## src/hdl/rvIsaPkg.sv

```systemverilog
// RV32 instruction set definitions
`default_nettype none

package rvIsaPkg;

	localparam int xlen     = 32; // Data path width
	localparam int regAddrW = 5;  // Register index width

	// Major opcodes, instruction bits [6:0]
	typedef enum logic [6:0] {
		opReg    = 7'b0110011, // OP
		opImm    = 7'b0010011, // OP-IMM
		opLoad   = 7'b0000011,
		opStore  = 7'b0100011,
		opBranch = 7'b1100011
	} opcodeE;

	// Bit 3 selects SUB/SRA, low three bits equal funct3
	typedef enum logic [3:0] {
		aluAdd = 4'b0000,
		aluSub = 4'b1000,
		aluSll = 4'b0001,
		aluSlt = 4'b0010,
		aluXor = 4'b0100,
		aluSrl = 4'b0101,
		aluSra = 4'b1101,
		aluOr  = 4'b0110,
		aluAnd = 4'b0111
	} aluOpE;

	// Branch conditions
	localparam logic [2:0] f3Beq = 3'b000;
	localparam logic [2:0] f3Bne = 3'b001;

	localparam logic [2:0] f3Sr  = 3'b101; // SRL/SRA and immediate forms

endpackage

`default_nettype wire

```

## src/hdl/rvPipePkg.sv

```systemverilog
// Pipeline definitions
`default_nettype none

package rvPipePkg;

	localparam int wordAddrW = 30; // Both memory ports are word addressed

	localparam logic [31:0] nopInst = 32'h0000_0013; // ADDI x0, x0, 0

	// Memory words hold bytes in reverse of register order
	function automatic logic [rvIsaPkg::xlen-1:0] byteSwap(input logic [rvIsaPkg::xlen-1:0] w);
		return {w[7:0], w[15:8], w[23:16], w[31:24]};
	endfunction

	// Newest value of a source register, memory stage before write-back
	function automatic logic [rvIsaPkg::xlen-1:0] fwdOperand(
		input logic [rvIsaPkg::regAddrW-1:0] rs,
		input logic [rvIsaPkg::xlen-1:0]     regVal,
		input logic                          memRegWrite,
		input logic [rvIsaPkg::regAddrW-1:0] memRd,
		input logic [rvIsaPkg::xlen-1:0]     memResult,
		input logic                          wbRegWrite,
		input logic [rvIsaPkg::regAddrW-1:0] wbRd,
		input logic [rvIsaPkg::xlen-1:0]     wbData
	);
		if (memRegWrite && memRd != '0 && memRd == rs) begin
			return memResult;
		end else if (wbRegWrite && wbRd != '0 && wbRd == rs) begin
			return wbData;
		end
		return regVal; // x0 and unmatched sources
	endfunction

endpackage

`default_nettype wire

```

## src/hdl/fetchUnit.sv

```systemverilog
// Instruction fetch stage
`timescale 1ns/1ps
`default_nettype none

module fetchUnit #(
	parameter logic [31:0] resetPc = 32'h0000_0000
) (
	input  wire                             clk,
	input  wire                             rst_n,
	input  wire                             freeze,
	input  wire                             hazardStall,
	input  wire                             branchTaken,
	input  wire  [rvIsaPkg::xlen-1:0]       branchTarget,
	input  wire  [rvIsaPkg::xlen-1:0]       imemRdata,
	output logic                            imemRead,
	output logic [rvPipePkg::wordAddrW-1:0] imemAddr,
	output logic [rvIsaPkg::xlen-1:0]       idPc,
	output logic [31:0]                     idInst
);
	import rvIsaPkg::*;
	import rvPipePkg::*;

	logic [xlen-1:0] pc;
	logic [xlen-1:0] pcNext;
	logic            hold;

	assign hold     = freeze | hazardStall; // Memory stall or decode hazard
	assign pcNext   = branchTaken ? branchTarget : pc + 32'd4;
	assign imemRead = rst_n;
	assign imemAddr = pc[xlen-1:2];

	always_ff @(posedge clk) begin
		if (!rst_n) begin
			pc <= resetPc;
		end else if (!hold) begin
			pc <= pcNext;
		end
	end

	// Fetch/decode register, the slot behind a taken branch becomes a NOP
	always_ff @(posedge clk) begin
		if (!rst_n) begin
			idInst <= nopInst;
		end else if (!hold) begin
			idInst <= branchTaken ? nopInst : byteSwap(imemRdata);
		end
	end

	always_ff @(posedge clk) begin
		if (!hold) begin
			idPc <= pc;
		end
	end

endmodule

`default_nettype wire

```

## src/hdl/decodeUnit.sv

```systemverilog
// Instruction decode stage
`timescale 1ns/1ps
`default_nettype none

module decodeUnit (
	input  wire                           clk,
	input  wire                           rst_n,
	input  wire  [rvIsaPkg::xlen-1:0]     idPc,
	input  wire  [31:0]                   idInst,
	input  wire  [rvIsaPkg::regAddrW-1:0] exRd,
	input  wire                           exRegWrite,
	input  wire                           exMemRead,
	input  wire  [rvIsaPkg::xlen-1:0]     memResult,
	input  wire  [rvIsaPkg::regAddrW-1:0] memRd,
	input  wire                           memRegWrite,
	input  wire  [rvIsaPkg::xlen-1:0]     wbData,
	input  wire  [rvIsaPkg::regAddrW-1:0] wbRd,
	input  wire                           wbRegWrite,
	output logic                          branchTaken,
	output logic [rvIsaPkg::xlen-1:0]     branchTarget,
	output logic                          hazardStall,
	output logic                          bubble,
	output logic [rvIsaPkg::xlen-1:0]     idRs1Data,
	output logic [rvIsaPkg::xlen-1:0]     idRs2Data,
	output logic [rvIsaPkg::xlen-1:0]     idImm,
	output logic [rvIsaPkg::regAddrW-1:0] idRs1,
	output logic [rvIsaPkg::regAddrW-1:0] idRs2,
	output logic [rvIsaPkg::regAddrW-1:0] idRd,
	output rvIsaPkg::aluOpE               idAluOp,
	output logic                          idAluSrc,
	output logic                          idMemRead,
	output logic                          idMemWrite,
	output logic                          idMemToReg,
	output logic                          idRegWrite
);
	import rvIsaPkg::*;
	import rvPipePkg::*;

	opcodeE          opcode;
	logic [2:0]      funct3;
	logic            isBranch;
	logic [xlen-1:0] immI;
	logic [xlen-1:0] immS;
	logic [xlen-1:0] immB;
	logic [xlen-1:0] regs [32];
	logic [xlen-1:0] cmpA;
	logic [xlen-1:0] cmpB;
	logic            condMet;
	logic            exHit;
	logic            wbHit;

	assign opcode = opcodeE'(idInst[6:0]);
	assign funct3 = idInst[14:12];
	assign idRd   = idInst[11:7];
	assign idRs1  = idInst[19:15];
	assign idRs2  = idInst[24:20];

	// ====================================================================
	// Main control
	// ====================================================================
	always_comb begin
		idAluSrc   = 1'b0;
		idMemRead  = 1'b0;
		idMemWrite = 1'b0;
		idMemToReg = 1'b0;
		idRegWrite = 1'b0;
		isBranch   = 1'b0;
		idAluOp    = aluAdd; // Address calculation
		case (opcode)
			opReg: begin
				idRegWrite = 1'b1;
				idAluOp    = aluOpE'({idInst[30], funct3});
			end
			opImm: begin
				idAluSrc   = 1'b1;
				idRegWrite = 1'b1;
				idAluOp    = aluOpE'({idInst[30] & (funct3 == f3Sr), funct3}); // Only SRAI sets bit 3
			end
			opLoad: begin
				idAluSrc   = 1'b1;
				idMemRead  = 1'b1;
				idMemToReg = 1'b1;
				idRegWrite = 1'b1;
			end
			opStore: begin
				idAluSrc   = 1'b1;
				idMemWrite = 1'b1;
			end
			opBranch: isBranch = 1'b1;
			default: ;
		endcase
	end

	// Immediates, shift amounts are zero-extended
	assign immI = (opcode == opImm && (funct3 == 3'b001 || funct3 == f3Sr)) ?
	              {{(xlen-5){1'b0}}, idInst[24:20]} : {{(xlen-12){idInst[31]}}, idInst[31:20]};
	assign immS = {{(xlen-12){idInst[31]}}, idInst[31:25], idInst[11:7]};
	assign immB = {{(xlen-13){idInst[31]}}, idInst[31], idInst[7], idInst[30:25],
	               idInst[11:8], 1'b0};
	assign idImm = (opcode == opStore) ? immS : (opcode == opBranch) ? immB : immI;

	// ====================================================================
	// Register file
	// ====================================================================
	always_ff @(posedge clk) begin
		if (!rst_n) begin
			for (int i = 0; i < 32; i++) begin
				regs[i] <= '0;
			end
		end else if (wbRegWrite && wbRd != '0) begin
			regs[wbRd] <= wbData;
		end
	end

	assign idRs1Data = (idRs1 == '0) ? '0 : regs[idRs1];
	assign idRs2Data = (idRs2 == '0) ? '0 : regs[idRs2];

	// Branch compare on forwarded sources
	assign cmpA = fwdOperand(idRs1, idRs1Data, memRegWrite, memRd, memResult,
	                         wbRegWrite, wbRd, wbData);
	assign cmpB = fwdOperand(idRs2, idRs2Data, memRegWrite, memRd, memResult,
	                         wbRegWrite, wbRd, wbData);

	always_comb begin
		case (funct3)
			f3Beq:   condMet = (cmpA == cmpB);
			f3Bne:   condMet = (cmpA != cmpB);
			default: condMet = 1'b0;
		endcase
	end

	assign branchTaken  = isBranch & condMet;
	assign branchTarget = idPc + idImm;

	// Hazards: load-use, same-cycle write-back, branch on result in execute
	assign exHit       = (exRd != '0) && (exRd == idRs1 || exRd == idRs2);
	assign wbHit       = (wbRd != '0) && (wbRd == idRs1 || wbRd == idRs2);
	assign hazardStall = (exMemRead & exHit) | (wbRegWrite & wbHit) |
	                     (isBranch & exRegWrite & exHit);
	assign bubble      = hazardStall;

endmodule

`default_nettype wire

```

## src/hdl/executeUnit.sv

```systemverilog
// Execute stage
`timescale 1ns/1ps
`default_nettype none

module executeUnit (
	input  wire                           clk,
	input  wire                           rst_n,
	input  wire                           freeze,
	input  wire                           bubble,
	input  wire  [rvIsaPkg::xlen-1:0]     idRs1Data,
	input  wire  [rvIsaPkg::xlen-1:0]     idRs2Data,
	input  wire  [rvIsaPkg::xlen-1:0]     idImm,
	input  wire  [rvIsaPkg::regAddrW-1:0] idRs1,
	input  wire  [rvIsaPkg::regAddrW-1:0] idRs2,
	input  wire  [rvIsaPkg::regAddrW-1:0] idRd,
	input  var   rvIsaPkg::aluOpE         idAluOp,
	input  wire                           idAluSrc,
	input  wire                           idMemRead,
	input  wire                           idMemWrite,
	input  wire                           idMemToReg,
	input  wire                           idRegWrite,
	input  wire  [rvIsaPkg::xlen-1:0]     memResult,
	input  wire  [rvIsaPkg::regAddrW-1:0] memRd,
	input  wire                           memRegWrite,
	input  wire  [rvIsaPkg::xlen-1:0]     wbData,
	input  wire  [rvIsaPkg::regAddrW-1:0] wbRd,
	input  wire                           wbRegWrite,
	output logic [rvIsaPkg::xlen-1:0]     exResult,
	output logic [rvIsaPkg::xlen-1:0]     exStoreData,
	output logic [rvIsaPkg::regAddrW-1:0] exRd,
	output logic                          exRegWrite,
	output logic                          exMemRead,
	output logic                          exMemWrite,
	output logic                          exMemToReg
);
	import rvIsaPkg::*;
	import rvPipePkg::*;

	logic [xlen-1:0]     rs1Data;
	logic [xlen-1:0]     rs2Data;
	logic [xlen-1:0]     imm;
	logic [regAddrW-1:0] rs1;
	logic [regAddrW-1:0] rs2;
	aluOpE               aluOp;
	logic                aluSrc;
	logic [xlen-1:0]     opA;
	logic [xlen-1:0]     opB;

	// Decode/execute control, a bubble turns the slot into a NOP
	always_ff @(posedge clk) begin
		if (!rst_n || (bubble && !freeze)) begin
			exRd       <= '0;
			exRegWrite <= 1'b0;
			exMemRead  <= 1'b0;
			exMemWrite <= 1'b0;
			exMemToReg <= 1'b0;
		end else if (!freeze) begin
			exRd       <= idRd;
			exRegWrite <= idRegWrite;
			exMemRead  <= idMemRead;
			exMemWrite <= idMemWrite;
			exMemToReg <= idMemToReg;
		end
	end

	always_ff @(posedge clk) begin
		if (!freeze) begin
			rs1Data <= idRs1Data;
			rs2Data <= idRs2Data;
			imm     <= idImm;
			rs1     <= idRs1;
			rs2     <= idRs2;
			aluOp   <= idAluOp;
			aluSrc  <= idAluSrc;
		end
	end

	// Operand forwarding
	assign opA = fwdOperand(rs1, rs1Data, memRegWrite, memRd, memResult,
	                        wbRegWrite, wbRd, wbData);
	assign exStoreData = fwdOperand(rs2, rs2Data, memRegWrite, memRd, memResult,
	                                wbRegWrite, wbRd, wbData);
	assign opB = aluSrc ? imm : exStoreData;

	always_comb begin
		case (aluOp)
			aluSub:  exResult = opA - opB;
			aluSll:  exResult = opA << opB[4:0];
			aluSlt:  exResult = {{(xlen-1){1'b0}}, $signed(opA) < $signed(opB)};
			aluXor:  exResult = opA ^ opB;
			aluSrl:  exResult = opA >> opB[4:0];
			aluSra:  exResult = $signed(opA) >>> opB[4:0]; // Keeps the sign bit
			aluOr:   exResult = opA | opB;
			aluAnd:  exResult = opA & opB;
			default: exResult = opA + opB; // ADD, also loads, stores and NOPs
		endcase
	end

endmodule

`default_nettype wire

```

## src/hdl/memWbUnit.sv

```systemverilog
// Memory access and write-back stages
`timescale 1ns/1ps
`default_nettype none

module memWbUnit (
	input  wire                             clk,
	input  wire                             rst_n,
	input  wire                             freeze,
	input  wire  [rvIsaPkg::xlen-1:0]       exResult,
	input  wire  [rvIsaPkg::xlen-1:0]       exStoreData,
	input  wire  [rvIsaPkg::regAddrW-1:0]   exRd,
	input  wire                             exRegWrite,
	input  wire                             exMemRead,
	input  wire                             exMemWrite,
	input  wire                             exMemToReg,
	input  wire  [rvIsaPkg::xlen-1:0]       dmemRdata,
	output logic                            dmemRead,
	output logic                            dmemWrite,
	output logic [rvPipePkg::wordAddrW-1:0] dmemAddr,
	output logic [rvIsaPkg::xlen-1:0]       dmemWdata,
	output logic [rvIsaPkg::xlen-1:0]       memResult,
	output logic [rvIsaPkg::regAddrW-1:0]   memRd,
	output logic                            memRegWrite,
	output logic [rvIsaPkg::xlen-1:0]       wbData,
	output logic [rvIsaPkg::regAddrW-1:0]   wbRd,
	output logic                            wbRegWrite
);
	import rvIsaPkg::*;
	import rvPipePkg::*;

	logic [xlen-1:0] memAlu;
	logic            memToReg;
	logic            memWritesReg;
	logic [xlen-1:0] wbAlu;
	logic [xlen-1:0] wbLoad;
	logic            wbMemToReg;

	// ====================================================================
	// Execute/memory register
	// ====================================================================
	always_ff @(posedge clk) begin
		if (!rst_n) begin
			dmemRead     <= 1'b0;
			dmemWrite    <= 1'b0;
			memToReg     <= 1'b0;
			memWritesReg <= 1'b0;
			memRd        <= '0;
		end else if (!freeze) begin
			dmemRead     <= exMemRead;
			dmemWrite    <= exMemWrite;
			memToReg     <= exMemToReg;
			memWritesReg <= exRegWrite;
			memRd        <= exRd;
		end
	end

	always_ff @(posedge clk) begin
		if (!freeze) begin
			memAlu    <= exResult;
			dmemWdata <= byteSwap(exStoreData); // Memory byte order
		end
	end

	assign dmemAddr    = memAlu[xlen-1:2];
	assign memResult   = memAlu;
	assign memRegWrite = memWritesReg & ~memToReg; // Load data not ready yet

	// ====================================================================
	// Memory/write-back register
	// ====================================================================
	always_ff @(posedge clk) begin
		if (!rst_n) begin
			wbRd       <= '0;
			wbRegWrite <= 1'b0;
			wbMemToReg <= 1'b0;
		end else if (!freeze) begin
			wbRd       <= memRd;
			wbRegWrite <= memWritesReg;
			wbMemToReg <= memToReg;
		end
	end

	always_ff @(posedge clk) begin
		if (!freeze) begin
			wbAlu  <= memAlu;
			wbLoad <= byteSwap(dmemRdata); // Back to register order
		end
	end

	assign wbData = wbMemToReg ? wbLoad : wbAlu;

endmodule

`default_nettype wire

```

## src/hdl/rvCore.sv

```systemverilog
// RV32 five-stage pipeline core
`timescale 1ns/1ps
`default_nettype none

module rvCore #(
	parameter logic [31:0] resetPc = 32'h0000_0000
) (
	input  wire                             clk,
	input  wire                             rst_n,
	output logic                            imemRead,
	output logic [rvPipePkg::wordAddrW-1:0] imemAddr,
	input  wire  [rvIsaPkg::xlen-1:0]       imemRdata,
	input  wire                             imemStall,
	output logic                            dmemRead,
	output logic                            dmemWrite,
	output logic [rvPipePkg::wordAddrW-1:0] dmemAddr,
	output logic [rvIsaPkg::xlen-1:0]       dmemWdata,
	input  wire  [rvIsaPkg::xlen-1:0]       dmemRdata,
	input  wire                             dmemStall
);
	import rvIsaPkg::*;

	logic                freeze;
	logic                hazardStall;
	logic                bubble;
	logic                branchTaken;
	logic [xlen-1:0]     branchTarget;
	logic [xlen-1:0]     idPc;
	logic [31:0]         idInst;

	// Decode outputs
	logic [xlen-1:0]     idRs1Data;
	logic [xlen-1:0]     idRs2Data;
	logic [xlen-1:0]     idImm;
	logic [regAddrW-1:0] idRs1;
	logic [regAddrW-1:0] idRs2;
	logic [regAddrW-1:0] idRd;
	aluOpE               idAluOp;
	logic                idAluSrc;
	logic                idMemRead;
	logic                idMemWrite;
	logic                idMemToReg;
	logic                idRegWrite;

	// Execute outputs
	logic [xlen-1:0]     exResult;
	logic [xlen-1:0]     exStoreData;
	logic [regAddrW-1:0] exRd;
	logic                exRegWrite;
	logic                exMemRead;
	logic                exMemWrite;
	logic                exMemToReg;

	// Forwarding and write-back
	logic [xlen-1:0]     memResult;
	logic [regAddrW-1:0] memRd;
	logic                memRegWrite;
	logic [xlen-1:0]     wbData;
	logic [regAddrW-1:0] wbRd;
	logic                wbRegWrite;

	assign freeze = imemStall | dmemStall; // Whole pipeline waits on either port

	fetchUnit #(.resetPc(resetPc)) uFetch (
		.clk, .rst_n, .freeze, .hazardStall, .branchTaken, .branchTarget,
		.imemRdata, .imemRead, .imemAddr, .idPc, .idInst
	);

	decodeUnit uDecode (
		.clk, .rst_n, .idPc, .idInst, .exRd, .exRegWrite, .exMemRead,
		.memResult, .memRd, .memRegWrite, .wbData, .wbRd, .wbRegWrite,
		.branchTaken, .branchTarget, .hazardStall, .bubble,
		.idRs1Data, .idRs2Data, .idImm, .idRs1, .idRs2, .idRd, .idAluOp,
		.idAluSrc, .idMemRead, .idMemWrite, .idMemToReg, .idRegWrite
	);

	executeUnit uExecute (
		.clk, .rst_n, .freeze, .bubble,
		.idRs1Data, .idRs2Data, .idImm, .idRs1, .idRs2, .idRd, .idAluOp,
		.idAluSrc, .idMemRead, .idMemWrite, .idMemToReg, .idRegWrite,
		.memResult, .memRd, .memRegWrite, .wbData, .wbRd, .wbRegWrite,
		.exResult, .exStoreData, .exRd, .exRegWrite, .exMemRead, .exMemWrite, .exMemToReg
	);

	memWbUnit uMemWb (
		.clk, .rst_n, .freeze,
		.exResult, .exStoreData, .exRd, .exRegWrite, .exMemRead, .exMemWrite, .exMemToReg,
		.dmemRdata, .dmemRead, .dmemWrite, .dmemAddr, .dmemWdata,
		.memResult, .memRd, .memRegWrite, .wbData, .wbRd, .wbRegWrite
	);

endmodule

`default_nettype wire

```

## config.mk

```make
export PLATFORM = sky130hd
export DESIGN_NAME = rvCore
export DESIGN_NICKNAME = d
export VERILOG_FILES = /design/src/hdl/rvIsaPkg.sv /design/src/hdl/rvPipePkg.sv /design/src/hdl/fetchUnit.sv /design/src/hdl/decodeUnit.sv /design/src/hdl/executeUnit.sv /design/src/hdl/memWbUnit.sv /design/src/hdl/rvCore.sv
export SDC_FILE = /design/constraint.sdc
export NUM_CORES = 2
export LEC_CHECK = 0
export BUFFER_PORTS_ARGS = -buffer_cell sky130_fd_sc_hd__buf_2
export CORE_UTILIZATION = 53
export CTS_CLUSTER_DIAMETER = 200
export DETAILED_ROUTE_END_ITERATION = 7
export PLACE_DENSITY = 0.69
export SYNTH_ARGS = -nofsm -noshare
export SYNTH_HDL_FRONTEND = slang
export SYNTH_SLANG_ARGS = --single-unit
```

## constraint.sdc

```tcl
create_clock -name clk -period 9.6 [get_ports clk]
set_input_delay 1.44 -clock clk [delete_from_list [all_inputs] [get_ports clk]]
set_output_delay 1.44 -clock clk [all_outputs]
set_load 0.005 [all_outputs]
```

==> reports/qor.txt <==
WHS Endpoint - uFetch.idPc[0]$_DFFE_PN_
Leakage power - 0.0310 uW
Worst slew pin tran - 1420 ps
EDFF count, synth - 1276
Setup Fix Bufs, Post-CTS - 0
TNS Setup - 0 ps
1st-iter DRT viols - 10250
Synth top area share - 0.488
Setup violators final - 0
Post-Route Utilization - 0.589
Clk pwr share - 0.391
Area contributors post-synth - edfxtp_1 49%, mux4_2 12%, nor2_1 6.4%, mux2i_1 5.3%, dfxtp_1 2.5%
Synth Register Bits - 1373
Register area share after synthesis - 0.513
Mapped Cells - 6785
Final WL - 302000 um
R2r endpoint - uFetch.pc[19]$_SDFFE_PN0N_
Post_cts resized - 0
Area growth syn-to-layout - 9.83%
Clock slew at reported path FFs - 60 ps
Max-slew violation count - 0
First-pass GRT wire length - 426000 um
Arrival @ worst endpoint - 8460 ps
Via count - 62257
Tot Pwr - 15100 uW
DP HPWL - 201000 um
Clk_skew - 32.1 ps
Pint - 10900 uW
Layout Cells excl Fill - 8763
Max reg flops - 1024
Nature of the critical path endpoint - flop
Core area - 0.146 mm2
Final period utilization - 0.813
Max H-tree Level - 4
Async S/R FF share, synth - 0
Fraction of layout cells with a size suffix above 1 - 0.174
Drt pass-1 iters - 8
NetSw - 4240 uW
Worst skew pair latency - 810 ps
PwrDens - 175 mW/mm2
Hold Path Class - flop to flop
Most frequent cell after synthesis - nor2_1
Sw Share - 0.280
Critical path fanouts, max - 78
WL/cell - 34.5 um
Fin crit period - 7800 ps
Number of global-route vias before repair - 58827
Synth cell types - 97
Hold-fix buffers, CTS - 0
RD Place Congestion - 1.03
Placed Cells - 8476
Num ports - 163
Startpoint Class - flop
RSZ-0062 raised after global routing - no
Gate power share - 0.147
Area of the multi-input gates - 0.0354 mm2
Nets - 6912
Die Y - 387 um
Clk sinks - 1373
Register area - 0.0403 mm2
Worst Setup Slack, final - 1800 ps
Full die area - 0.150 mm2
# fillers - 11609
Fmax - 128 MHz
Total track usage - 0.395
Synth Cell Area - 0.0785 mm2
GRT Residual Overflow - 0
Residual DRC count - 10
Hold Fails Final Rpt - 0
Root buf cell - clkbuf_16
Syn avg cell area - 11.6 um2
DR vias/cell - 7.10
Post-synth top cells - 1331 x nor2_1, 1276 x edfxtp_1, 434 x nand2_1
# rows - 140
Hold wc startpoint - uFetch.pc[0]$_SDFFE_PN0P_
Die X - 387 um
Peak VDD IR - 0.000188 V
CTS Buf Count - 151
Most used flip-flop cell after synthesis - edfxtp_1
Failing checks - DRC
Worst Reg-to-Reg Cells - 15
Place WS - 2140 ps
Critical path required time - 10250 ps
Initial Utilization - 0.536
R2R setup slack - 1800 ps
CTS tree - built
# port buffers - 162
Reg with most FFs - uDecode.regs
Sequential fraction of design power - 0.462
Status - complete, but fails checks
Relative slew slack - 0.0513
Synth area leader - edfxtp_1
YS warnings - 0
Largest net degree at the start of global routing - 135
Worst Hold Depth - 0
Max Cap Viol - 0
Post-DRT Antenna Nets - 0
Crit Path Category - flop to flop
Antenna violations before repair - 30
Clk buf depth - 3
-- layout make-up --
type | instances | share of cell area
sequential | 1373 | 0.468
multi-input combinational | 4662 | 0.410
clock buffer | 188 | 0.0465
timing repair buffer | 402 | 0.0313
tap | 1917 | 0.0278
clock inverter | 84 | 0.0106
inverter | 122 | 0.00545
antenna | 15 | 0.000436
-- worst max-delay path by stage --
stage	end	depth (start not counted)
global placement	uFetch.pc[19]$_SDFFE_PN0N_	15
CTS	uFetch.pc[19]$_SDFFE_PN0N_	15
floorplan	uExecute.aluOp[0]$_DFFE_PN_	4
global route	uFetch.pc[19]$_SDFFE_PN0N_	15
finish	uFetch.pc[19]$_SDFFE_PN0N_	15
detailed placement	uFetch.pc[19]$_SDFFE_PN0N_	15
-- cells by family after synthesis --
logic type,Yosys count,synth area share
buffers and inverters,781,0.0452
AO/OA/AOI/OAI,1257,0.109
adder cells (fa/ha/maj),132,0.0213
AND/OR/NAND/NOR,2278,0.125
multiplexers,851,0.174
other,1,0.0000478
XOR/XNOR,112,0.0125
flip-flops,1373,0.513
-- layer usage --
layer | up-vias | global-route usage | wire length, um | share of wire
li1 | 25305 | - | - | -
met1 | 30666 | 0.515 | 107000 | 0.36
met2 | 5183 | 0.561 | 127000 | 0.42
met3 | 1071 | 0.145 | 45700 | 0.15
met4 | 32 | 0.243 | 21700 | 0.072
met5 | - | 0.00510 | 244 | 0.00081
-- worst max-delay path, cell delays in order, from the launching register on --
cell	delay, ps
dfxtp_4	930
buf_4	690
nor3b_2	110
buf_4	270
a22o_1	300
a221oi_1	990
and3_1	440
o21ai_0	160
xor2_1	190
a2111oi_0	820
nand4_1	600
o211ai_1	540
and2_4	880
buf_4	320
mux2i_1	240
a221oi_2	90
-- through the flow --
| step | area [um2] | hold slack [ps] |
|---|---|---|
| 2_1_floorplan | 78600 | 402 |
| 3_3_place_gp | 81200 | 407 |
| 3_5_place_dp | 81200 | 414 |
| 4_1_cts | 86100 | 424 |
| 5_1_grt | 86100 | 434 |
| 6_report | 86200 | 441 |
-- power by group through the flow --
stage	Sequential, uW	Combinational [uW]	Clock [uW]
after floorplan	6990	1370	0
final	6980	2220	5910
after detailed placement	7090	2120	0
after global placement	7080	2110	0
after CTS	6970	2130	5910
after global routing	6990	2280	6140
-- placed cells by master (no fill, tap or decap), drive strengths merged, types with 31 or more instances in the layout --
cell type,instances
dfxtp,97
o221ai,43
a22oi,237
nand3,122
clkinv,58
nor3,78
nand2b,35
a31oi,33
and4,31
nor2,1331
buf,402
a21o,32
conb,32
inv,126
a21oi,248
clkbuf,188
ha,129
o31ai,34
xnor2,60
mux2i,414
a22o,33
xor2,52
mux4,406
mux2,31
o22ai,37
a221oi,61
nand2,434
o211ai,32
and2,51
edfxtp,1276
o21ai,266
and3,43
(Power assumes the default switching activity.)
